### src/include/mmio_config.svh
`ifndef MMIO_CONFIG_SVH
`define MMIO_CONFIG_SVH

// data memory window, byte addresses below the limit
`define MMIO_MEM_LIMIT      32'd2048
`define MMIO_MEM_WORDS      512         // 2 KiB of 32-bit words

// peripheral registers, decoded on the full byte address
`define MMIO_SPI_CMD_ADDR   32'd121212  // command + counter
`define MMIO_SPI_PARAM_ADDR 32'd333333  // parameters, launches a transfer
`define MMIO_I2C_ADDR       32'd923923  // touch coordinates, read only

// returned for unmapped reads and for i2c reads before done
`define MMIO_BAD_DATA       32'hDEADBEEF

`endif

### src/hw/mmio_pkg.sv
`default_nettype none

package mmio_pkg;

    typedef logic [31:0] addr_t;     // byte address from the memory handler
    typedef logic [31:0] data_t;
    typedef logic [8:0]  word_idx_t; // sram word index, byte address [10:2]

    // one request from the cpu memory handler
    typedef struct packed {
        addr_t addr;
        data_t wdata;
        logic  write;   // 0 = read
    } mmio_req_t;

    // response word, zero for writes
    typedef struct packed {
        data_t rdata;
    } mmio_rsp_t;

    // router -> wishbone master, full words only
    typedef struct packed {
        word_idx_t idx;
        data_t     wdata;
        logic      write;
    } mem_req_t;

endpackage

`default_nettype wire

### src/hw/wb_master.sv
`default_nettype none
`timescale 1ns/1ps

module wb_master (
    input  wire logic                clk,
    input  wire logic                rst_i,
    // transfer from the router
    input  wire logic                mem_valid_i,
    input  wire mmio_pkg::mem_req_t  mem_req_i,
    output logic                     mem_ready_o,
    output logic                     mem_done_o,
    output mmio_pkg::data_t          mem_rdata_o,
    // wishbone classic, full words only
    output logic                     wb_cyc_o,
    output logic                     wb_stb_o,
    output logic                     wb_we_o,
    output mmio_pkg::word_idx_t      wb_adr_o,
    output mmio_pkg::data_t          wb_dat_o,
    input  wire mmio_pkg::data_t     wb_dat_i,
    input  wire logic                wb_ack_i
);
    import mmio_pkg::*;

    typedef enum logic [1:0] {
        WB_IDLE,
        WB_CYCLE,   // cyc/stb up, waiting for ack
        WB_DONE     // one-cycle done pulse
    } wb_state_e;

    wb_state_e state;
    word_idx_t adr_q;
    data_t     dat_q;
    data_t     rdata_q;
    logic      we_q;

    always_ff @(posedge clk) begin
        if (rst_i) begin
            state <= WB_IDLE;
        end else begin
            case (state)
                WB_IDLE:  if (mem_valid_i) state <= WB_CYCLE;
                WB_CYCLE: if (wb_ack_i) state <= WB_DONE;
                default:  state <= WB_IDLE;     // done lasts one cycle
            endcase
        end
    end

    always_ff @(posedge clk) begin
        if (mem_valid_i && mem_ready_o) begin
            adr_q <= mem_req_i.idx;
            dat_q <= mem_req_i.wdata;
            we_q  <= mem_req_i.write;
        end
        if (state == WB_CYCLE && wb_ack_i) begin
            rdata_q <= we_q ? '0 : wb_dat_i;    // writes return zero
        end
    end

    assign mem_ready_o = (state == WB_IDLE);
    assign mem_done_o  = (state == WB_DONE);
    assign mem_rdata_o = rdata_q;

    // cyc and stb drop on the cycle after ack
    assign wb_cyc_o = (state == WB_CYCLE);
    assign wb_stb_o = wb_cyc_o;
    assign wb_we_o  = we_q;
    assign wb_adr_o = adr_q;
    assign wb_dat_o = dat_q;

    a_stb_held: assert property (@(posedge clk) disable iff (rst_i)
        wb_stb_o && !wb_ack_i |=> wb_stb_o && wb_cyc_o && $stable(wb_adr_o))
        else $error("stb dropped or address moved before ack");

endmodule

`default_nettype wire

### config.mk
export PLATFORM = sky130hd
export DESIGN_NAME = wb_master
export DESIGN_NICKNAME = d
export VERILOG_FILES = /design/src/include/mmio_config.svh /design/src/hw/mmio_pkg.sv /design/src/hw/wb_master.sv
export SDC_FILE = /design/constraint.sdc
export NUM_CORES = 1
export LEC_CHECK = 0
export ABC_AREA = 1
export ABC_CLOCK_PERIOD_IN_PS = 4450
export BUFFER_PORTS_ARGS = -buffer_cell sky130_fd_sc_hd__buf_2
export CAP_MARGIN = 20
export CORE_ASPECT_RATIO = 0.75
export CORE_MARGIN = 1
export CORE_UTILIZATION = 48
export CTS_BUF_LIST = sky130_fd_sc_hd__clkbuf_4
export CTS_CLUSTER_DIAMETER = 40
export DETAILED_ROUTE_END_ITERATION = 12
export PLACE_DENSITY = 0.95
export SLEW_MARGIN = 10
export SYNTH_ARGS = -nofsm -noshare
export SYNTH_HDL_FRONTEND = slang
export SYNTH_SLANG_ARGS = --single-unit
### constraint.sdc
create_clock -name clk -period 4.45 [get_ports clk]
set_clock_uncertainty 0.15 [all_clocks]
set_input_delay 0.2225 -clock clk [delete_from_list [all_inputs] [get_ports clk]]
set_output_delay 0.2225 -clock clk [all_outputs]
set_load 0.02 [all_outputs]
==> parameters.txt <==
Parameter                              Value

Logic synthesis
  Total number of yosys warnings ... 0
  Synthesized net count ... 234
  Sequential-to-total area share from yosys stat ... 0.873
  Simple-gate area share of the yosys netlist ... 0.0594
  Per-instance average area after synthesis ... 16.6 um^2
  Share of the synthesized netlist area taken by xor and xnor gates ... 0
  Number of library cell types mapped by synthesis ... 11
  Biggest area consumer among synthesized cells ... sky130_fd_sc_hd__edfxtp_1
  Main combinational cell family by area after synthesis ... buffers and inverters
  Complex-gate fraction of the synthesized area ... 0.00338
  Cell types with the largest area share after synthesis ... sky130_fd_sc_hd__edfxtp_1, sky130_fd_sc_hd__inv_1, sky130_fd_sc_hd__nor2_1
  Area share of the largest cell type after synthesis ... 0.858
  Netlist area before placement ... 0.00259 mm^2
  Share of cell area taken by muxes after synthesis ... 0
  Number of standard cells after synthesis ... 156
  Number of storage elements in the synthesis netlist ... 76
  Adder and majority gate portion of the synthesized area ... 0

CTS
  H-tree depth ... 3
  Clock tree from TritonCTS ... done
  Number of buffers created by CTS ... 9
  Clock transition at the registers of the reported paths ... 0.12 ns
  Number of resized instances in the post-cts repair step ... 0
  Clock Tree Root ... sky130_fd_sc_hd__clkbuf_4
  Clock buffer depth ... 2
  TritonCTS sink count ... 76
  Insertion delay of the later-clocked pin in the worst-skew pair ... 0.38 ns

Finish
  Commonest cells after routing, fill and taps aside ... sky130_fd_sc_hd__buf_2, sky130_fd_sc_hd__dlygate4sd3_1, sky130_fd_sc_hd__edfxtp_1
  Final std cells w/o fill ... 475
  Area growth from synthesis to layout ... 68.5%
  Number of nets in the finished design ... 476
  Utilization after layout ... 0.866
  Combined area of the multi-input logic cells ... 165 um^2
  Number of filler instances in the final layout ... 241
  Fraction of final layout cells sized beyond drive strength 1 ... 0.437
  Most common library cell in the layout ignoring fill and taps ... sky130_fd_sc_hd__buf_2
  Number of antenna cells inserted ... 0
  Sequential cell area ... 0.00226 mm^2

Floorplan
  I/O pin count ... 156
  Area of the placeable core ... 0.00504 mm^2
  Die area ... 0.00570 mm^2
  Site Rows ... 22
  Die width ... 86.8 um
  Initial Util ... 0.514
  Die boundary height ... 65.6 um

Critical path
  Worst path depth ... 1
  CP Data Arrival Time ... 1.77 ns
  Crit-path cells ... buf_2
  Critical path's slowest cell ... sky130_fd_sc_hd__edfxtp_1
  Worst path top cell family by delay ... flip-flops
  Highest cell delay on the worst timing path ... 1.06 ns
  Kind of launch point of the worst setup path ... flip-flop
  CP endpoint kind ... output pin
  Worst-path fanout max ... 33
  Kind of critical path ... flip-flop to output pin
  R2R cell count ... 1
  CP bufs+invs ... 1
  Worst reg2reg setup slack ... 2.76 ns
  Required time of the worst setup path ... 4.08 ns

Global routing
  Wire length of the first global-routing pass ... 11,000 um
  Global Route Usage Sum ... 0.278
  Vias in the first global route ... 2,358
  Total grt overflow ... 0
  Pin count of the biggest net entering global routing ... 42
  Initial antenna violation count ... 0

STA
  Highest clock rate ... 466 MHz
  Setup repair after global routing missed its margin ... false
  Total count of max-transition violations in the final report ... 0
  Count of final setup violators ... 0
  Slew at the pin with the worst max-slew slack ... 1.06 ns
  Worst slew margin relative to its limit ... 0.292
  Final Cycle Share ... 0.482
  Shortest clock period the worst path allows after layout ... 2.15 ns
  Final Hold Slack ... 0.377 ns
  Endpoints failing hold ... 0
  Accumulated negative setup slack ... 0 ns

Min path
  Worst hold path cell count ... 2
  Hold WC Path Type ... input port to flip-flop

Drt
  Average wire per standard cell ... 15.7 um
  Remaining number of nets flagged by the antenna check after routing ... 0
  Number of vias per cell ... 4.46
  DR vias ... 2,117
  Residual DRC ... 0
  Detailed router's first-iteration violation count ... 167
  Number of iterations in the first detailed-routing pass ... 4
  Total wire length after detailed routing ... 7450 um

Pwr
  Switching power summed over all nets ... 360 uW
  Max rail drop VDD ... 0.251 mV
  Cell Pwr Density ... 337 mW/mm^2
  Leakage dissipation ... 0.00201 uW
  Relative contribution of combinational cells to total power ... 0.147
  Internal power ... 1110 uW
  Clk pwr share ... 0.277
  Proportion of power drawn by flip-flops and latches ... 0.576
  Fraction of power spent switching nets ... 0.245

Placement
  Count of buffers from port buffering ... 155
  HPWL after detailed placement ... 3810 um
  Total instance count after detailed placement ... 381
  Final Wtd Congestion ... 0.707

Job
  Max cap viols ... 0

Status
  Result of the run ... finished clean
==> cells in the mapped netlist <==
cell type	n
sky130_fd_sc_hd__nand2_1	1
sky130_fd_sc_hd__edfxtp_1	74
sky130_fd_sc_hd__nand3_1	1
sky130_fd_sc_hd__a21oi_2	1
sky130_fd_sc_hd__nand2_2	1
sky130_fd_sc_hd__buf_4	4
sky130_fd_sc_hd__nor3_1	1
sky130_fd_sc_hd__nor2_1	34
sky130_fd_sc_hd__inv_1	36
sky130_fd_sc_hd__nor2_2	1
sky130_fd_sc_hd__dfxtp_1	2
==> state kept, by name (all words and copies together) (netlist names) <==
signal       count
wb_dat_o        32
state            2
wb_adr_o         9
wb_we_o          1
mem_rdata_o     32
==> through the flow <==
stage	power (uW)	instance area [um^2]	setup slack (ns)
floorplan	942	2590	2.07
global placement	1010	3440	2.79
detailed placement	1020	3440	2.73
CTS	1470	4360	2.26
global route	1530	4360	2.15
finish	1470	4360	2.30
==> power by group through the flow <==
stage	logic (uW)	registers (uW)	clock network (uW)
floorplan	37.8	904	0
global placement	150	859	0
detailed placement	155	862	0
CTS	208	845	414
global route	230	850	450
finish	216	847	407
==> repair_timing <==
| item | in CTS | in global routing |
|---|---|---|
| hold buffers | 78 | 0 |
| endpoints found under the hold margin | 77 | 0 |
| buffers inserted | 0 | 0 |
==> cells by family (layout without fill, tap and decap cells) <==
logic type	after synthesis	count (layout)
simple gates	39	39
buf+inv	40	287
compound gates	1	1
flops	76	76
==> layer usage <==
layer | GRT usage | part of all wire
met2 | 0.560 | 0.59
met4 | 0.131 | 0.032
met1 | 0.241 | 0.30
met5 | 0 | 0
met3 | 0.0942 | 0.076
==> path summary, 6_finish.rpt <==
kind,startpoint,to
max,wb_we_o,wb_we_o
min,mem_req_i[10],wb_dat_o[9]
max reg2reg,wb_we_o,mem_rdata_o[18]
min reg2reg,state[0],state[1]
==> final cells by class <==
class	count	share of cell area
sequential	76	0.518
timing repair buffer	235	0.360
multi-input combinational	40	0.0379
inverter	36	0.0310
tap	72	0.0206
clock buffer	10	0.0172
clock inverter	6	0.0146
No activity file was read; power rests on OpenSTA's default activity.
