**src/include/mmio_config.svh**
```systemverilog
`ifndef MMIO_CONFIG_SVH
`define MMIO_CONFIG_SVH

// data memory window, byte addresses below the limit
`define MMIO_MEM_LIMIT      32'd2048
`define MMIO_MEM_WORDS      512         // 2 KiB of 32-bit words

// peripheral registers, decoded on the full byte address
`define MMIO_SPI_CMD_ADDR   32'd121212  // command + counter
`define MMIO_SPI_PARAM_ADDR 32'd333333  // parameters, launches a transfer
`define MMIO_I2C_ADDR       32'd923923  // touch coordinates, read only

// returned for unmapped reads and for i2c reads before done
`define MMIO_BAD_DATA       32'hDEADBEEF

`endif

```
**src/hw/mmio_pkg.sv**
```systemverilog
`default_nettype none

package mmio_pkg;

    typedef logic [31:0] addr_t;     // byte address from the memory handler
    typedef logic [31:0] data_t;
    typedef logic [8:0]  word_idx_t; // sram word index, byte address [10:2]

    // one request from the cpu memory handler
    typedef struct packed {
        addr_t addr;
        data_t wdata;
        logic  write;   // 0 = read
    } mmio_req_t;

    // response word, zero for writes
    typedef struct packed {
        data_t rdata;
    } mmio_rsp_t;

    // router -> wishbone master, full words only
    typedef struct packed {
        word_idx_t idx;
        data_t     wdata;
        logic      write;
    } mem_req_t;

endpackage

`default_nettype wire

```
**src/hw/periph_pkg.sv**
```systemverilog
`default_nettype none

package periph_pkg;

    typedef logic [7:0]  spi_cmd_t;
    typedef logic [3:0]  spi_cnt_t;   // byte counter for the engine
    typedef logic [31:0] spi_par_t;
    typedef logic [31:0] i2c_xy_t;    // x in [31:16], y in [15:0]

    // held command register, written through the command address
    typedef struct packed {
        spi_cmd_t cmd;
        spi_cnt_t cnt;
    } spi_cmd_reg_t;

    // one complete transfer handed to the spi engine
    typedef struct packed {
        spi_cmd_t cmd;
        spi_cnt_t cnt;
        spi_par_t params;
    } spi_xfer_t;

endpackage

`default_nettype wire

```
**src/hw/spi_cmd_stage.sv**
```systemverilog
`default_nettype none
`timescale 1ns/1ps

module spi_cmd_stage (
    input  wire logic                       clk,
    input  wire logic                       rst_i,
    // command register write, one-cycle pulse
    input  wire logic                       cmd_wr_i,
    input  wire periph_pkg::spi_cmd_reg_t   cmd_i,
    // parameter write, launches a transfer
    input  wire logic                       par_valid_i,
    input  wire mmio_pkg::data_t            par_i,
    output logic                            par_ready_o,
    // toward the external spi engine
    output logic                            spi_valid_o,
    output periph_pkg::spi_xfer_t           spi_xfer_o,
    input  wire logic                       spi_ready_i
);
    import periph_pkg::*;

    spi_cmd_reg_t cmd_q;
    spi_xfer_t    xfer_q;
    logic         spi_valid_q;

    assign par_ready_o = !spi_valid_q;  // one transfer in flight at most

    always_ff @(posedge clk) begin
        if (rst_i) begin
            cmd_q       <= '0;
            spi_valid_q <= 1'b0;
        end else begin
            if (cmd_wr_i) cmd_q <= cmd_i;
            if (par_valid_i && par_ready_o) begin
                spi_valid_q <= 1'b1;
            end else if (spi_ready_i) begin
                spi_valid_q <= 1'b0;    // engine took it
            end
        end
    end

    // transfer built from the held command and the new parameters
    always_ff @(posedge clk) begin
        if (par_valid_i && par_ready_o) begin
            xfer_q <= '{cmd: cmd_q.cmd, cnt: cmd_q.cnt, params: par_i};
        end
    end

    assign spi_valid_o = spi_valid_q;
    assign spi_xfer_o  = xfer_q;

    a_xfer_stable: assert property (@(posedge clk) disable iff (rst_i)
        spi_valid_o && !spi_ready_i |=> spi_valid_o && $stable(spi_xfer_o))
        else $error("spi transfer changed under back-pressure");

endmodule

`default_nettype wire

```
**config.mk**
```make
export PLATFORM = sky130hd
export DESIGN_NAME = spi_cmd_stage
export DESIGN_NICKNAME = d
export VERILOG_FILES = /design/src/include/mmio_config.svh /design/src/hw/mmio_pkg.sv /design/src/hw/periph_pkg.sv /design/src/hw/spi_cmd_stage.sv
export SDC_FILE = /design/constraint.sdc
export NUM_CORES = 1
export LEC_CHECK = 0
export ABC_CLOCK_PERIOD_IN_PS = 2700
export BUFFER_PORTS_ARGS = -buffer_cell sky130_fd_sc_hd__buf_4
export CAP_MARGIN = 10
export CORE_AREA = 8 8 81 83
export CTS_CLUSTER_SIZE = 30
export DETAILED_ROUTE_END_ITERATION = 10
export DIE_AREA = 0 0 89 91
export PLACE_DENSITY_LB_ADDON = 0.12
export SLEW_MARGIN = 20
export SYNTH_ARGS = -nofsm -noshare
export SYNTH_HDL_FRONTEND = slang
export SYNTH_SLANG_ARGS = --single-unit
```
**constraint.sdc**
```tcl
create_clock -name clk -period 2.7 [get_ports clk]
set_input_delay 0.27 -clock clk [delete_from_list [all_inputs] [get_ports clk]]
set_output_delay 0.27 -clock clk [all_outputs]
set_load 0.05 [all_outputs]
```
==> results_dict.tcl <==
set metrics [dict create \
    outcome "completed" \
    rows 27 \
    final.fill_count 489 \
    viasPerCell 4.24 \
    cellInternalPower_mw 1.63 \
    wp_data_required_ps 2650 \
    power.sequential.fraction_pct 47.7 \
    die_w_um 89 \
    clk_pin_slew_ps 60 \
    worstMarginPinSlew_ps 549 \
    total_power_mw 2.15 \
    drt_first_iter_violations 49 \
    postRouteWirelength_um 4080 \
    initial_core_util_pct 33.4 \
    endpoint_kind "flip-flop" \
    grt_antenna_before_repair 0 \
    global_route_wire_length_before_repair_um 5970 \
    post_cts.resized_instances 0 \
    synth-main-ff-cell "sky130_fd_sc_hd__edfxtp_1" \
    num_io_pins 95 \
    gp_congestion 0.704 \
    ys_seq_elements 57 \
    async_reset_ff_share_pct 0 \
    period_needed_ps 1330 \
    min_delay_worst_type "in2reg" \
    cp.buffers_inverters 1 \
    critical_path.max_fanout 44 \
    critical_path.startpoint "spi_valid_o" \
    rr_endpoint "spi_xfer_o[11]" \
    fin_skew_ps 5.46 \
    worstReg2RegStart "spi_valid_o" \
    hpwlAfterDp_um 3050 \
    ys_seq_area_share_pct 88.7 \
    cts-hold-fix-buffers 0 \
    net_switching_share_of_the_total_power_pct 24.2 \
    cts_num_sinks 57 \
    max_cap_viol_count 0 \
    setup_repair_after_global_routing_missed_its_margin "false" \
    slew_viol_final 0 \
    core_region_area_sq_um 5340 \
    cellLeakagePower_nw 1.20 \
    drc_violation_count_after_routing 0 \
    die_h_um 91 \
    grt_pass1_vias 1208 \
    detailroute.via_count 1135 \
    ctsLongestPathBuffers 2 \
    n_antenna_cell 0 \
    finalNetCount 240 \
    synth.avg_cell_area_sq_um 20.5 \
    crit_path_start_kind "flip-flop" \
    synthDistinctLibCells 9 \
    firstDrtPassIters 3 \
    report.final.setup_viol 0 \
    worst_setup_path_endpoint "spi_xfer_o[11]" \
    cts_made_buffers 9 \
    post-synth-top-area-fraction_pct 74.1 \
    syn_nets 136 \
    final.setup.tns_ps 0 \
    netSwitchingPower_mw 0.520 \
    syn2layout_area_growth_pct 56.0 \
    worst-r2r-setup-slack_ps 1370 \
    timing_hold_violations_final 0 \
    die_area_sq_um 8100 \
    synth_edf_count 44 \
    overflow 0 \
    worst_r2r_path_depth 2 \
    clock_tree.htree_level_count 3 \
    routedWlPerCell_um 15.2 \
    power.clock.fraction_pct 37.5 \
    insertion_delay_ps 310 \
    vdd_drop_max_mv 0.338 \
    grt_max_degree 45 \
    cts_tree "built" \
    ctsRootBufferMaster "sky130_fd_sc_hd__clkbuf_8" \
    power.density_cell_area_nw_per_um2 774 \
    synth-warning-count 0 \
    synth.largest_area_cell "sky130_fd_sc_hd__edfxtp_1" \
    post-synth-top-count-cell "sky130_fd_sc_hd__edfxtp_1" \
    timing.critical_path.slowest_cell_delay_ps 460 \
    path_cells "nor2b_4, buf_4" \
    critical_path_cell_count 2 \
    mappedNetlistArea_sq_um 1780 \
    port_buffers 94 \
    fraction_of_final_layout_cells_sized_beyond_drive_strength_1_pct 54.6 \
    crit_type "reg2reg" \
    timing.critical_path.slowest_stage_cell "sky130_fd_sc_hd__buf_4" \
    max_slew_margin_pct 63.4 \
    worst-endpoint-arrival_ps 1280 \
    comb_power_share_pct 14.8 \
    synth_top_cells_by_count "sky130_fd_sc_hd__edfxtp_1, sky130_fd_sc_hd__dfxtp_1, sky130_fd_sc_hd__nor2_1" \
    synth_top_area_cells "sky130_fd_sc_hd__edfxtp_1, sky130_fd_sc_hd__dfxtp_1, sky130_fd_sc_hd__mux2i_1" \
    final.period_utilization_pct 49.3 \
    track_usage_pct 10.0 \
    clock.fmax_mhz 752 \
    cpLargestDelayFamily "buffers and inverters" \
    setup_bufs_post_cts 0 \
    final_antenna_net_count 0 \
    synthesis.instances 87 \
]
placed cells by master, fill, tap and decap left out:
cell type	netlist	final
sky130_fd_sc_hd__inv_1	1	1
sky130_fd_sc_hd__clkbuf_1	0	3
sky130_fd_sc_hd__clkbuf_8	0	9
sky130_fd_sc_hd__mux2i_1	12	12
sky130_fd_sc_hd__nor2_1	13	13
sky130_fd_sc_hd__edfxtp_1	44	44
sky130_fd_sc_hd__nor2b_4	0	1
sky130_fd_sc_hd__dfxtp_1	13	13
sky130_fd_sc_hd__bufinv_16	0	2
sky130_fd_sc_hd__clkinv_1	0	2
sky130_fd_sc_hd__a211oi_1	1	1
sky130_fd_sc_hd__buf_4	0	95
worst register-to-register path, delay by kind of cell, from the launching register on:
family	cells	cell delay [ps]
and+or+nand+nor	1	120
buffers and inverters	1	460
DFF	1	370
power groups by stage:
stage	registers, mW	logic (mW)	clock network, mW
after floorplan	1.19	0.0407	0
after CTS	1.03	0.323	0.837
after global placement	1.04	0.319	0
final	1.03	0.318	0.808
after detailed placement	1.05	0.323	0
after global routing	1.03	0.332	0.874
worst min path at each step:
| stage | cells past startpoint | start | end |
|---|---|---|---|
| final | 1 | par_i[3] | spi_xfer_o[3] |
| after global routing | 1 | par_i[6] | spi_xfer_o[6] |
| after CTS | 1 | par_i[4] | spi_xfer_o[4] |
| after detailed placement | 0 | cmd_q[9] | spi_xfer_o[41] |
| after global placement | 0 | cmd_q[1] | spi_xfer_o[33] |
| after floorplan | 1 | rst_i | cmd_q[8] |
final cells by class:
| type | instances | area (sq um) | share of cell area [%] |
|---|---|---|---|
| Tap cell | 72 | 90.1 | 3.24 |
| Sequential cell | 57 | 1580 | 56.9 |
| Timing Repair Buffer | 95 | 713 | 25.6 |
| Inverter | 1 | 3.75 | 0.135 |
| Multi-Input combinational cell | 27 | 190 | 6.84 |
| Clock inverter | 4 | 67.6 | 2.43 |
| Clock buffer | 12 | 135 | 4.86 |
flip-flops by register name, summed over array words and instances, names as in the netlist:
name         flops
spi_xfer_o      44
cmd_q           12
spi_valid_o      1
per-layer routing:
metal  up-vias  part of all wire [%]  global-route usage (%)
li1        531                     -                       -
met4         0                  0.51                    6.24
met2        66                    47                    15.5
met1       534                    41                    11.1
met5         -                     0                       0
met3         4                    12                    4.14
cells by family after synthesis:
| family | share of synthesized area [%] |
|---|---|
| muxes | 6.74 |
| AOI/OAI and AO/OA | 0.421 |
| buffers and inverters | 1.05 |
| and+or+nand+nor | 3.09 |
| DFF | 88.7 |
stage by stage:
stage	worst slack (ps)	utilization, %	hold slack (ps)	instances	area (sq um)
final	1370	52.1	127	268	2780
after global routing	1300	52.1	105	268	2780
after CTS	1350	52.1	103	268	2780
after detailed placement	1360	48.3	421	252	2580
after global placement	1390	48.3	415	252	2580
after floorplan	548	-	342	87	1790
Note: power is estimated with default switching activity, not from simulation.
