==> src/include/mmio_config.svh <==
`ifndef MMIO_CONFIG_SVH
`define MMIO_CONFIG_SVH

// data memory window, byte addresses below the limit
`define MMIO_MEM_LIMIT      32'd2048
`define MMIO_MEM_WORDS      512         // 2 KiB of 32-bit words

// peripheral registers, decoded on the full byte address
`define MMIO_SPI_CMD_ADDR   32'd121212  // command + counter
`define MMIO_SPI_PARAM_ADDR 32'd333333  // parameters, launches a transfer
`define MMIO_I2C_ADDR       32'd923923  // touch coordinates, read only

// returned for unmapped reads and for i2c reads before done
`define MMIO_BAD_DATA       32'hDEADBEEF

`endif

==> src/hw/mmio_pkg.sv <==
`default_nettype none

package mmio_pkg;

    typedef logic [31:0] addr_t;     // byte address from the memory handler
    typedef logic [31:0] data_t;
    typedef logic [8:0]  word_idx_t; // sram word index, byte address [10:2]

    // one request from the cpu memory handler
    typedef struct packed {
        addr_t addr;
        data_t wdata;
        logic  write;   // 0 = read
    } mmio_req_t;

    // response word, zero for writes
    typedef struct packed {
        data_t rdata;
    } mmio_rsp_t;

    // router -> wishbone master, full words only
    typedef struct packed {
        word_idx_t idx;
        data_t     wdata;
        logic      write;
    } mem_req_t;

endpackage

`default_nettype wire

==> src/hw/periph_pkg.sv <==
`default_nettype none

package periph_pkg;

    typedef logic [7:0]  spi_cmd_t;
    typedef logic [3:0]  spi_cnt_t;   // byte counter for the engine
    typedef logic [31:0] spi_par_t;
    typedef logic [31:0] i2c_xy_t;    // x in [31:16], y in [15:0]

    // held command register, written through the command address
    typedef struct packed {
        spi_cmd_t cmd;
        spi_cnt_t cnt;
    } spi_cmd_reg_t;

    // one complete transfer handed to the spi engine
    typedef struct packed {
        spi_cmd_t cmd;
        spi_cnt_t cnt;
        spi_par_t params;
    } spi_xfer_t;

endpackage

`default_nettype wire

==> src/hw/mmio_router.sv <==
`default_nettype none
`timescale 1ns/1ps

`include "mmio_config.svh"

module mmio_router (
    input  wire logic                    clk,
    input  wire logic                    rst_i,
    // request channel from the memory handler
    input  wire logic                    req_valid_i,
    input  wire mmio_pkg::mmio_req_t     req_i,
    output logic                         req_ready_o,
    // response channel back to it
    output logic                         rsp_valid_o,
    output mmio_pkg::mmio_rsp_t          rsp_o,
    input  wire logic                    rsp_ready_i,
    // i2c side, level inputs
    input  wire periph_pkg::i2c_xy_t     i2c_xy_i,
    input  wire logic                    i2c_done_i,
    // memory path
    output logic                         mem_valid_o,
    output mmio_pkg::mem_req_t           mem_req_o,
    input  wire logic                    mem_ready_i,
    input  wire logic                    mem_done_i,
    input  wire mmio_pkg::data_t         mem_rdata_i,
    // spi path
    output logic                         cmd_wr_o,
    output periph_pkg::spi_cmd_reg_t     cmd_o,
    output logic                         par_valid_o,
    output mmio_pkg::data_t              par_o,
    input  wire logic                    par_ready_i
);
    import mmio_pkg::*;
    import periph_pkg::*;

    typedef enum logic [2:0] {
        ROUTER_IDLE,    // waiting for a request
        MEM_ISSUE,      // offering the transfer to the wishbone master
        MEM_WAIT,       // cycle running, waiting for done
        SPI_WAIT,       // parameter write until the engine takes it
        RESP            // response held until rsp_ready_i
    } router_state_e;

    router_state_e state, state_nxt;

    mmio_req_t req_q;          // accepted request
    data_t     rsp_q;          // response word
    data_t     imm_rdata;      // single-cycle response, built at accept
    logic      accept;
    logic      hit_mem, hit_cmd, hit_par, hit_i2c;
    logic      mem_valid_q;
    logic      par_sent_q;     // parameters handed to the spi stage
    logic      cmd_wr_q;
    logic      mem_fwd;        // memory done, response straight from the master

    assign req_ready_o = (state == ROUTER_IDLE);
    assign accept      = req_valid_i && req_ready_o;

    // memory wins only inside its window, peripherals sit far above it
    always_comb begin
        hit_mem = (req_i.addr < `MMIO_MEM_LIMIT);
        hit_cmd = !hit_mem && (req_i.addr == `MMIO_SPI_CMD_ADDR);
        hit_par = !hit_mem && (req_i.addr == `MMIO_SPI_PARAM_ADDR);
        hit_i2c = !hit_mem && (req_i.addr == `MMIO_I2C_ADDR);
    end

    always_comb begin
        if (req_i.write) begin
            imm_rdata = '0;                     // writes answer zero
        end else if (hit_i2c && i2c_done_i) begin
            imm_rdata = i2c_xy_i;               // sampled at decode
        end else begin
            imm_rdata = `MMIO_BAD_DATA;         // unmapped, or i2c not ready
        end
    end

    always_comb begin
        state_nxt = state;
        case (state)
            ROUTER_IDLE: begin
                if (accept) begin
                    if (hit_mem) begin
                        state_nxt = MEM_ISSUE;
                    end else if (req_i.write && hit_par) begin
                        state_nxt = SPI_WAIT;
                    end else begin
                        state_nxt = RESP;       // cmd, i2c, unmapped
                    end
                end
            end
            MEM_ISSUE: if (mem_valid_q && mem_ready_i) state_nxt = MEM_WAIT;
            MEM_WAIT: begin
                if (mem_done_i) begin
                    state_nxt = rsp_ready_i ? ROUTER_IDLE : RESP;
                end
            end
            SPI_WAIT: if (par_sent_q && par_ready_i) state_nxt = RESP; // engine took it
            RESP:     if (rsp_ready_i) state_nxt = ROUTER_IDLE;
            default:  state_nxt = ROUTER_IDLE;
        endcase
    end

    always_ff @(posedge clk) begin
        if (rst_i) begin
            state       <= ROUTER_IDLE;
            mem_valid_q <= 1'b0;
            par_sent_q  <= 1'b0;
            cmd_wr_q    <= 1'b0;
        end else begin
            state    <= state_nxt;
            cmd_wr_q <= accept && req_i.write && hit_cmd;   // one-cycle pulse
            if (accept) begin
                mem_valid_q <= hit_mem;
                par_sent_q  <= 1'b0;
            end else begin
                if (mem_valid_q && mem_ready_i) mem_valid_q <= 1'b0;
                if (par_valid_o && par_ready_i) par_sent_q  <= 1'b1;
            end
        end
    end

    // payload
    always_ff @(posedge clk) begin
        if (accept) begin
            req_q <= req_i;
            rsp_q <= imm_rdata;
        end else if (mem_fwd) begin
            rsp_q <= mem_rdata_i;   // kept in case rsp_ready_i is low
        end
    end

    assign mem_fwd     = (state == MEM_WAIT) && mem_done_i;
    assign rsp_valid_o = (state == RESP) || mem_fwd;
    assign rsp_o       = '{rdata: mem_fwd ? mem_rdata_i : rsp_q};

    assign mem_valid_o = mem_valid_q;
    assign mem_req_o   = '{idx: req_q.addr[10:2], wdata: req_q.wdata, write: req_q.write};

    assign cmd_wr_o    = cmd_wr_q;
    assign cmd_o       = '{cmd: spi_cmd_t'(req_q.wdata[7:0]), cnt: spi_cnt_t'(req_q.wdata[11:8])};
    assign par_valid_o = (state == SPI_WAIT) && !par_sent_q;  // offered once
    assign par_o       = req_q.wdata;

    a_rsp_stable: assert property (@(posedge clk) disable iff (rst_i)
        rsp_valid_o && !rsp_ready_i |=> rsp_valid_o && $stable(rsp_o))
        else $error("response changed under back-pressure");

    a_mem_valid_state: assert property (@(posedge clk) disable iff (rst_i)
        mem_valid_o |-> state == MEM_ISSUE)
        else $error("mem_valid_o outside MEM_ISSUE");

endmodule

`default_nettype wire

==> config.mk <==
export PLATFORM = sky130hd
export DESIGN_NAME = mmio_router
export DESIGN_NICKNAME = d
export VERILOG_FILES = /design/src/hw/mmio_pkg.sv /design/src/hw/periph_pkg.sv /design/src/hw/mmio_router.sv
export VERILOG_INCLUDE_DIRS = /design/src /design/src/include
export SDC_FILE = /design/constraint.sdc
export NUM_CORES = 1
export LEC_CHECK = 0
export ABC_AREA = 1
export BUFFER_PORTS_ARGS = -buffer_cell sky130_fd_sc_hd__buf_2
export CAP_MARGIN = 20
export CORE_MARGIN = 4
export CORE_UTILIZATION = 45
export CTS_CLUSTER_DIAMETER = 120
export DETAILED_ROUTE_END_ITERATION = 16
export GPL_TIMING_DRIVEN = 0
export HOLD_SLACK_MARGIN = 0.06
export PLACE_DENSITY_LB_ADDON = 0.12
export SYNTH_ARGS = -nofsm -noshare
export SYNTH_HDL_FRONTEND = slang
export SYNTH_SLANG_ARGS = --single-unit
==> constraint.sdc <==
create_clock -name clk -period 3.2 [get_ports clk]
set_clock_uncertainty 0.1 [all_clocks]
set_input_delay 0.32 -clock clk [delete_from_list [all_inputs] [get_ports clk]]
set_output_delay 0.32 -clock clk [all_outputs]
set_load 0.03 [all_outputs]
==> reports/metrics.yaml, run 1 <==
worst_setup_path:
  crit_top_cell: "inv_2"
  r2r-end: "cmd_wr_o$_SDFF_PP0_"
  start_kind: "flop"
  path_cells: "nor2_2 -> nand2_1 -> inv_2 -> nand2_4 -> inv_2 -> nand3_1 -> nor4_1"
  worst-path-buf-inv: 2
  required_ns: 3.33
  slowest_stage: "inv_2"
  critPathMaxFanout: 46
  critical_path.top_delay_family: "simple AND/OR/NAND/NOR gates"
  crit_path_end_kind: "flop"
  r2r_start: "state[1]$_SDFFE_PP0P_"
  rrSetupSlack_ns: 0.99
  arrival_ns: 2.34
  worstSetupStartpoint: "state[1]$_SDFFE_PP0P_"
  cp_num_cells: 7
  reg2regPathDepth: 7
  max_stage_delay_ns: 0.68
  cp-endpoint: "cmd_wr_o$_SDFF_PP0_"
  timing_worst_setup_path_type: "flop to flop"
route:
  post-route-drc-count: 0
  routedWlPerCell_um: 14.3
  drtPass1Iterations: 4
  drt_first_iter_violations: 52
  vias: 3673
  drt_wl_total_um: 11400
  antenna_left: 0
  vias_per_cell: 4.60
outcome:
  outcome: "completed"
clock_network:
  htreeDepth: 3
  clk_latency_ns: 0.34
  numCtsBuffers: 9
  cts-root-buf: "clkbuf_8"
  cts_tree: "yes"
  cts_num_sinks: 80
  cts_buffer_depth: 2
  cts_setup_buffers: 0
  clk_pin_slew_worst_paths_ns: 0.08
  cts_resized: 0
synth:
  ys_seq_area_frac: 0.526
  synthTopCellsByArea: "edfxtp_1, dfxtp_1, mux2_4"
  yosysWarnings: 0
  post-synth-top-count-cell: "nand2_1"
  yosys.area.top_type_share: 0.328
  syn_area_per_cell_um2: 10.2
  synth_area_leader_cell: "edfxtp_1"
  synth_cell_types: 31
  synth_edf_count: 42
  synth_nets: 515
  synth_ff_type: "edfxtp_1"
  ys_seq_elements: 80
  syn_inst: 378
  synth_common_cells: "nand2_1, buf_4, edfxtp_1"
  syn_area_um2: 3850
  async_flop_share: 0
layout:
  final_nets: 825
  antennaDiodeCount: 0
  drive_above_1_share: 0.532
  areaGrowthSynthToFinish_pct: 52.1
  fin_util: 0.709
sta:
  final-setup-viol-count: 0
  fin_crit_ns: 2.21
  setup_tns_ns: 0
  fin_crit_sh: 0.690
  fmax_ghz: 0.453
  grt_setup_unrepaired: "false"
  finalHoldViolCount: 0
  drv_slew: 0
  slew_headroom: 0.383
  tightest_slew_ns: 0.924
global_route:
  grt_start_max_net_pins: 47
  grt_first_pass_wirelength_um: 17600
  antenna_found_initial: 0
  grt_use_total: 0.222
  grt.overflow.total: 0
  first_global_vias: 3673
power_and_ir_drop:
  peakVddDrop_mv: 0.461
  intPower_mw: 2.67
  p_leak_nw: 3.05
  power_density_nw_per_um2: 806
  p_sw_mw: 2.05
  swShare: 0.434
  p_comb_frac: 0.530
  seqPwrFrac: 0.329
  pwr-share-clk: 0.141
floorplanning:
  io_pins: 260
  num_rows: 33
  fp.dieH_um: 100
  fp.coreArea_um2: 8260
  die_w_um: 100
  dieArea_um2: 10100
  start_util: 0.466
min_path:
  worst_hold_path_type: "input pin to flop"
place:
  place_hpwl_um: 8660
  io_buffer_count: 259
  finalWeightedCongestion: 0.817
run:
  max_cap_viol_count: 0
==> cell families after synthesis <==
group	Yosys count	synth area share
multiplexers	32	0.122
AO/OA/AOI/OAI	41	0.0550
buffers and inverters	81	0.131
AND/OR/NAND/NOR	144	0.167
flip-flops	80	0.526
==> routing by layer <==
layer	GRT usage	share of wire
met1	0.237	0.36
met2	0.409	0.53
met3	0.0595	0.081
met4	0.0974	0.026
met5	0	0
==> flip-flops by register name (all words and copies together) (netlist names) <==
name and cells:
par_o 32, mem_valid_o 1, par_sent_q 1, cmd_wr_o 1
state 3, mem_req_o 10, rsp_q 32
==> power by group through the flow <==
stage	clock (mW)	sequential [mW]	combinational, mW
final	0.665	1.55	2.50
after global routing	0.740	1.58	2.67
after CTS	0.692	1.55	2.51
after detailed placement	0	1.57	2.47
after global placement	0	1.55	2.43
after floorplan	0	1.77	1.61
==> tightest hold or removal path, stage by stage <==
cell,delay [ns]
buf_2,0.07
o21ai_1,0.06
nand2_1,0.05
==> per-stage QoR <==
stage / cell area (um2) / power [mW] / hold WS, ns / worst slack [ns] / cells
3_3_place_gp: 5280 / 3.98 / 0.363 / 0.979 / 742
3_5_place_dp: 5280 / 4.03 / 0.388 / 0.938 / 742
5_1_grt: 5850 / 4.99 / 0.0700 / 0.703 / 798
2_1_floorplan: 3850 / 3.38 / 0.289 / 1.31 / 378
4_1_cts: 5830 / 4.75 / 0.0631 / 0.903 / 796
6_report: 5850 / 4.72 / 0.0885 / 0.991 / 798
==> timing repair <==
action,in CTS,in global routing
hold buffers,38,2
endpoints found under the hold margin,38,2
setup endpoints to repair,0,0
==> layout make-up <==
class	count	area, um2
buffer	56	410
clock buffer	12	156
sequential	80	2020
clock inverter	4	20.0
fill	670	2410
inverter	25	93.8
multi-input combinational	217	1320
timing repair buffer	299	1700
tap	105	131
==> worst min-delay path by stage <==
| stage | start | endpoint | slack, ns | cells after the start |
|---|---|---|---|---|
| 2_1_floorplan | rst_i | state[0]$_SDFFE_PP0P_ | 0.29 | 1 |
| 4_1_cts | req_i[37] | mem_req_o[35]$_DFFE_PP_ | 0.06 | 1 |
| 5_1_grt | i2c_xy_i[19] | rsp_q[19]$_DFF_P_ | 0.07 | 3 |
| 6_report | i2c_xy_i[18] | rsp_q[18]$_DFF_P_ | 0.09 | 3 |
| 3_3_place_gp | par_sent_q$_SDFFE_PP0P_ | par_sent_q$_SDFFE_PP0P_ | 0.36 | 2 |
| 3_5_place_dp | par_sent_q$_SDFFE_PP0P_ | par_sent_q$_SDFFE_PP0P_ | 0.39 | 2 |
==> layout by cell type, fill, tap and decap left out, types with 2 or more instances in the layout <==
cell and count:
a21oi_1 5, and2_1 2, buf_2 263, buf_4 45
buf_6 3, clkbuf_1 3, clkbuf_2 3, clkbuf_8 9
clkinv_1 2, dfxtp_1 38, dlygate4sd3_1 40, edfxtp_1 42
inv_1 23, inv_2 2, mux2_2 3, mux2_4 29
nand2_1 89, nand3_1 11, nand4_1 5, nor2_1 23
nor2_2 2, nor2_4 2, nor3_2 2, nor4_1 3
o21ai_0 20, o21ai_1 13
No activity file was read; power rests on OpenSTA's default activity.
==> run 2: changes to the inputs <==
--- a/config.mk
+++ b/config.mk
@@ -6,11 +6,11 @@
 export SDC_FILE = /design/constraint.sdc
 export NUM_CORES = 1
 export LEC_CHECK = 0
-export ABC_AREA = 1
+export ABC_AREA = 0
 export BUFFER_PORTS_ARGS = -buffer_cell sky130_fd_sc_hd__buf_2
 export CAP_MARGIN = 20
 export CORE_MARGIN = 4
-export CORE_UTILIZATION = 45
+export CORE_UTILIZATION = 37
 export CTS_CLUSTER_DIAMETER = 120
 export DETAILED_ROUTE_END_ITERATION = 16
 export GPL_TIMING_DRIVEN = 0
==> constraint.sdc (replaced) <==
create_clock -name clk -period 1.9 [get_ports clk]
set_clock_uncertainty 0.1 [all_clocks]
set_input_delay 0.19 -clock clk [delete_from_list [all_inputs] [get_ports clk]]
set_output_delay 0.19 -clock clk [all_outputs]
set_load 0.03 [all_outputs]
==> reports/metrics.yaml, run 2 <==
place:
  io_buffer_count: 259  # unchanged
  finalWeightedCongestion: 0.850  # +4.1%
  place_hpwl_um: 8970  # +3.5%
  place_ws_ns: -0.429  # -1.37 ns
sta:
  fmax_ghz: 0.473  # +4.5%
  slew_headroom: 0.607  # +0.223
  setup_tns_ns: -11.70  # -11.70 ns
  drv_slew: 0  # unchanged
  fin_crit_ns: 2.11  # -0.0957 ns
  final-setup-viol-count: 64  # +64
  hold_slack_ns: 0.0910  # +0.00248 ns
  finalHoldViolCount: 0  # unchanged
  timing.final.ws_setup_ns: -0.214  # -1.20 ns
  grt_setup_unrepaired: "true"
  tightest_slew_ns: 0.585  # -0.339 ns
  fin_crit_sh: 1.11  # +0.422
worst_setup_path:
  slowest_stage: "or4b_4"
  path_cells: "or4b_4 -> nor4_4 -> nand4_4 -> buf_12 -> buf_8 -> o221a_4"
  arrival_ns: 2.24  # -0.10 ns
  required_ns: 2.03  # -1.30 ns
  crit_path_end_kind: "flop"
  timing_worst_setup_path_type: "flop to flop"
  start_kind: "flop"
  max_stage_delay_ns: 0.58  # -0.10 ns
  critPathMaxFanout: 7  # -85%
power_and_ir_drop:
  p_sw_mw: 1.49  # -27%
  p_comb_frac: 0.324  # -0.206
  intPower_mw: 3.36  # +26%
  seqPwrFrac: 0.416  # +0.087
  pwr-share-clk: 0.259  # +0.118
  power_density_nw_per_um2: 679  # -16%
  peakVddDrop_mv: 0.592  # +28%
  swShare: 0.306  # -0.128
  p_leak_nw: 3.28  # +7.8%
floorplanning:
  io_pins: 260  # unchanged
  fp.dieH_um: 107  # +6.5%
  fp.coreArea_um2: 9370  # +13%
  dieArea_um2: 11500  # +13%
  start_util: 0.387  # -0.0787
  die_w_um: 107  # +6.5%
  num_rows: 35  # +6.1%
clock_network:
  clk_pin_slew_worst_paths_ns: 0.09  # about the same
  numCtsBuffers: 9  # unchanged
  htreeDepth: 3  # unchanged
  clk_latency_ns: 0.34  # about the same
  cts_tree: "yes"
  cts_buffer_depth: 2  # unchanged
  cts_num_sinks: 80  # unchanged
  cts-root-buf: "clkbuf_8"
synth:
  ys_seq_area_frac: 0.557  # +0.0317
  post-synth-top-count-cell: "buf_4"
  syn_area_per_cell_um2: 12.7  # +25%
  synth_cell_types: 41  # +32%
  synth_edf_count: 42  # unchanged
  ys_seq_elements: 80  # unchanged
  yosys.area.top_type_share: 0.348  # +0.0198
  async_flop_share: 0  # unchanged
  synth_area_leader_cell: "edfxtp_1"
  syn_area_um2: 3630  # -5.7%
  synth_common_cells: "buf_4, edfxtp_1, dfxtp_1"
  synth_ff_type: "edfxtp_1"
  yosysWarnings: 0  # unchanged
  syn_inst: 286  # -24%
  synth_nets: 423  # -18%
  synthTopCellsByArea: "edfxtp_1, dfxtp_1, mux2_2"
route:
  post-route-drc-count: 0  # unchanged
  antenna_left: 0  # unchanged
  drtPass1Iterations: 4  # unchanged
  routedWlPerCell_um: 17.8  # +25%
  vias: 3785  # +3.0%
  drt_wl_total_um: 14200  # +24%
  drt_first_iter_violations: 122  # +130%
  vias_per_cell: 4.75  # +3.2%
layout:
  areaGrowthSynthToFinish_pct: 96.8
  final_nets: 798  # -3.3%
  drive_above_1_share: 0.650  # +0.118
  layout_commonest_cell: "buf_2"
  final_cell_mix: "buf_2, dlygate4sd3_1, buf_4"
global_route:
  use_met2: 0.428  # +0.0188
  grt_start_max_net_pins: 26  # -45%
  grt_use_total: 0.232  # +0.00995
  grtUsageMet3: 0.0656  # +0.00611
  use_met1: 0.250  # +0.0126
  grt_busiest_layer: "met2"
  antenna_found_initial: 2  # +2
  grt_first_pass_wirelength_um: 20700  # +18%
  grt.overflow.total: 0  # unchanged
  first_global_vias: 3965  # +7.9%
outcome:
  violations: "negative setup slack"
  outcome: "complete, but fails checks"
min_path:
  worst_hold_path_type: "input pin to flop"
run:
  max_cap_viol_count: 0  # unchanged
-- run 2: logic make-up (layout without fill, tap and decap cells) --
| family | count (synthesis) | after routing | share of synthesized area |
|---|---|---|---|
| mux | 32 | 32 | 0.0993 |
| other cells | 0 | 2 | 0 |
| flops | 80 | 80 | 0.557 |
| simple gates | 61 | 61 | 0.107 |
| buf+inv | 70 | 450 | 0.123 |
| compound gates | 43 | 43 | 0.113 |
-- run 2: cell type report --
type,count,area [um2]
inverter,10,37.5
multi-input combinational,136,1570
buffer,58,494
antenna,2,5.00
sequential,80,2030
clock buffer,10,128
fill,621,2230
timing repair buffer,366,2640
tap,129,161
clock inverter,6,67.6
-- run 2: timing repair --
| item | in CTS | in global routing |
|---|---|---|
| pin swaps | 4 | 2 |
| hold buffers | 79 | 0 |
| endpoints found under the hold margin | 79 | 0 |
| setup buffers | 10 | 12 |
| gates cloned | 7 | 1 |
| resized for setup | 137 | 41 |
| setup endpoints to repair | 109 | 79 |
-- run 2: stage by stage --
step                      total power, mW  cells  cell area [um2]  utilization
after floorplan                      2.76    286             3650            -
after global placement               3.13    674             5110        0.545
after detailed placement             3.15    674             5110        0.545
after CTS                            4.74    785             6880        0.734
after global routing                 5.04    797             7140        0.762
final                                4.85    797             7140        0.762
-- run 2: per-layer routing --
| layer | up-vias | share of wire |
|---|---|---|
| li1 | 1794 | - |
| met1 | 1753 | 0.36 |
| met2 | 203 | 0.54 |
| met3 | 35 | 0.079 |
| met4 | 0 | 0.029 |
| met5 | - | 0 |
-- run 2: path summary, 6_finish.rpt --
check	startpoint	endpoint	slack, ns	depth (start not counted)
max	state[2]$_SDFFE_PP0P_	rsp_q[12]$_DFF_P_	-0.21	6
min	par_ready_i	par_sent_q$_SDFFE_PP0P_	0.09	3
max reg2reg	state[2]$_SDFFE_PP0P_	rsp_q[12]$_DFF_P_	-0.21	6
min reg2reg	mem_valid_o$_SDFFE_PP0P_	mem_valid_o$_SDFFE_PP0P_	0.41	2
-- run 2: power by group through the flow --
stage                     sequential, mW  combinational (mW)  clock, mW
final                               2.02                1.57       1.26
after global routing                2.03                1.65       1.36
after CTS                           2.01                1.45       1.28
after detailed placement            2.05                1.10          0
after global placement              2.05                1.09          0
after floorplan                     2.16               0.605          0
-- run 2: worst max-delay path: cells and delay by family, from the launching register on --
family          cells  cell delay (ns)
flops               1             0.37
compound gates      1             0.25
buf+inv             2             0.32
simple gates        3             0.95
==> run 3: changes to the inputs <==
--- a/config.mk
+++ b/config.mk
@@ -10,7 +10,7 @@
 export BUFFER_PORTS_ARGS = -buffer_cell sky130_fd_sc_hd__buf_2
 export CAP_MARGIN = 20
 export CORE_MARGIN = 4
-export CORE_UTILIZATION = 37
+export CORE_UTILIZATION = 31
 export CTS_CLUSTER_DIAMETER = 120
 export DETAILED_ROUTE_END_ITERATION = 16
 export GPL_TIMING_DRIVEN = 0
==> constraint.sdc (replaced) <==
create_clock -name clk -period 1.9 [get_ports clk]
set_clock_uncertainty 0.1 [all_clocks]
set_input_delay 0.095 -clock clk [delete_from_list [all_inputs] [get_ports clk]]
set_output_delay 0.095 -clock clk [all_outputs]
set_load 0.03 [all_outputs]
==> reports/metrics.yaml, run 3 (synthesized netlist as in run 2, its figures left out) <==
sta:
  setup_tns_ns: -10.57  # +1.14 ns
  grt_setup_unrepaired: "true"
  finalHoldViolCount: 0  # unchanged
  slew_headroom: 0.598  # -0.00874
  drv_slew: 0  # unchanged
  tightest_slew_ns: 0.598  # +0.0130 ns
  fin_crit_sh: 1.12  # +0.0122
  timing.final.ws_setup_ns: -0.237  # -0.0232 ns
  final-setup-viol-count: 86  # +34%
  fmax_ghz: 0.468  # -1.1%
  fin_crit_ns: 2.14  # +0.0232 ns
clock_network:
  cts_buffer_depth: 2  # unchanged
  numCtsBuffers: 9  # unchanged
  cts-root-buf: "clkbuf_16"
  clk_latency_ns: 0.33  # about the same
  clk_pin_slew_worst_paths_ns: 0.06  # -0.03 ns
  htreeDepth: 3  # unchanged
  cts_num_sinks: 80  # unchanged
  cts_tree: "yes"
global_route:
  antenna_found_initial: 0  # -2
  use_met1: 0.215  # -0.0348
  first_global_vias: 3839  # -3.2%
  grtUsageMet3: 0.0451  # -0.0205
  use_met2: 0.334  # -0.0931
  grt_busiest_layer: "met2"
  grt_start_max_net_pins: 15  # -42%
  grt_first_pass_wirelength_um: 19600  # -5.1%
  grt_use_total: 0.189  # -0.0438
  grt.overflow.total: 0  # unchanged
route:
  drt_wl_total_um: 13900  # -1.8%
  vias: 3720  # -1.7%
  drt_first_iter_violations: 75  # -39%
  routedWlPerCell_um: 17.0  # -4.4%
  drtPass1Iterations: 4  # unchanged
  antenna_left: 0  # unchanged
  post-route-drc-count: 0  # unchanged
  vias_per_cell: 4.54  # -4.4%
place:
  dpl.cell_count: 688  # +2.1%
  finalWeightedCongestion: 0.772  # -9.2%
  place_ws_ns: -0.425  # +0.00372 ns
  placed_area_um2: 5130  # +0.34%
  io_buffer_count: 259  # unchanged
  place_hpwl_um: 8840  # -1.4%
power_and_ir_drop:
  power_density_nw_per_um2: 743  # +9.4%
  pwr-share-clk: 0.348  # +0.089
  peakVddDrop_mv: 0.488  # -18%
  seqPwrFrac: 0.366  # -0.050
  p_leak_nw: 3.36  # +2.4%
  p_comb_frac: 0.286  # -0.038
  p_sw_mw: 1.51  # +1.6%
  swShare: 0.274  # -0.0322
  intPower_mw: 3.99  # +19%
worst_setup_path:
  rrSetupSlack_ns: -0.24  # -0.02 ns
  crit_path_end_kind: "flop"
  max_stage_delay_ns: 0.56  # -0.02 ns
  worst-path-buf-inv: 2  # unchanged
  arrival_ns: 2.26  # +0.02 ns
  r2r_start: "state[1]$_SDFFE_PP0P_"
  critPathMaxFanout: 7  # unchanged
  slowest_stage: "or4b_4"
  start_kind: "flop"
  timing_worst_setup_path_type: "flop to flop"
  required_ns: 2.02  # about the same
  critical_path.top_delay_family: "simple AND/OR/NAND/NOR gates"
  worstSetupStartpoint: "state[1]$_SDFFE_PP0P_"
  path_cells: "or4b_4 -> nor4_4 -> nand4_4 -> buf_12 -> clkbuf_16 -> o221a_4"
run:
  max_cap_viol_count: 0  # unchanged
layout:
  fin_util: 0.649  # -0.113
  layout_commonest_cell: "buf_2"
  drive_above_1_share: 0.634  # -0.0161
  final_nets: 807  # +1.1%
  final_area_um2: 7410  # +3.7%
  areaGrowthSynthToFinish_pct: 104
  final_cells: 819  # +2.8%
  final_cell_mix: "buf_2, dlygate4sd3_1, buf_4"
floorplanning:
  fp.dieH_um: 116  # +8.6%
  num_rows: 39  # +11%
  io_pins: 260  # unchanged
  fp.coreArea_um2: 11400  # +22%
  start_util: 0.318  # -0.0694
  die_w_um: 116  # +8.6%
  dieArea_um2: 13500  # +18%
min_path:
  hold_start: "rsp_ready_i"
  worst_hold_path_type: "input pin to flop"
outcome:
  outcome: "complete, but fails checks"
  violations: "negative setup slack"
[run 3: cell types whose count changed in the layout (fill, tap and decap cells not counted), moves of 2 or more]
cell | previous run | this run
buf_12 | 3 | 7
buf_4 | 62 | 59
buf_6 | 33 | 31
buf_8 | 10 | 4
clkbuf_1 | 2 | 4
clkbuf_16 | 1 | 15
clkbuf_8 | 9 | 0
dlygate4sd3_1 | 79 | 91
mux2_2 | 0 | 13
mux2_4 | 32 | 19
o221a_2 | 2 | 0
o221a_4 | 21 | 23
[run 3: per-stage QoR]
stage	hold slack, ns	power, mW
global route	0.0941	5.75
detailed placement	0.173	3.15
finish	0.0801	5.50
floorplan	0.0641	2.76
CTS	0.0607	5.46
global placement	0.173	3.14
[run 3: final timing paths]
kind	depth (start not counted)	endpoint
worst max register to register	6	rsp_q[10]$_DFF_P_
worst min-delay path	3	state[2]$_SDFFE_PP0P_
worst min register to register	2	mem_valid_o$_SDFFE_PP0P_
worst max-delay path	6	rsp_q[10]$_DFF_P_
[run 3: tightest hold or removal path: stages]
cell and delay [ns]:
buf_2 0.09, o32ai_1 0.08, a32o_1 0.20
[run 3: power groups by stage]
stage | Sequential (mW) | Clock, mW | Combinational [mW]
2_1_floorplan | 2.16 | 0 | 0.605
3_3_place_gp | 2.05 | 0 | 1.09
3_5_place_dp | 2.05 | 0 | 1.10
4_1_cts | 2.01 | 1.98 | 1.46
5_1_grt | 2.03 | 2.05 | 1.66
6_report | 2.01 | 1.92 | 1.57
[run 3: layout make-up]
class | instances | area (um2)
clock buffers | 12 | 258
multi-input cells | 136 | 1520
fillers | 896 | 4010
well taps | 143 | 179
flip-flops and latches | 80 | 2030
repair buffers | 374 | 2790
inverters | 10 | 37.5
clock inverters | 4 | 76.3
plain buffers | 59 | 510
diodes | 1 | 2.50
[run 3: routing by layer]
metal	wire (um)	vias up
met5	0	-
met4	313	0
met3	1080	22
met2	7370	160
met1	5140	1723
li1	-	1815
[run 3: repair_timing]
item / in CTS / in global routing
setup endpoints to repair: 109 / 108
hold buffers: 91 / 0
cloned: 5 / 5
pin swaps: 3 / 6
setup buffers: 11 / 4
gates resized for setup: 113 / 50
hold endpoints to repair: 79 / 0
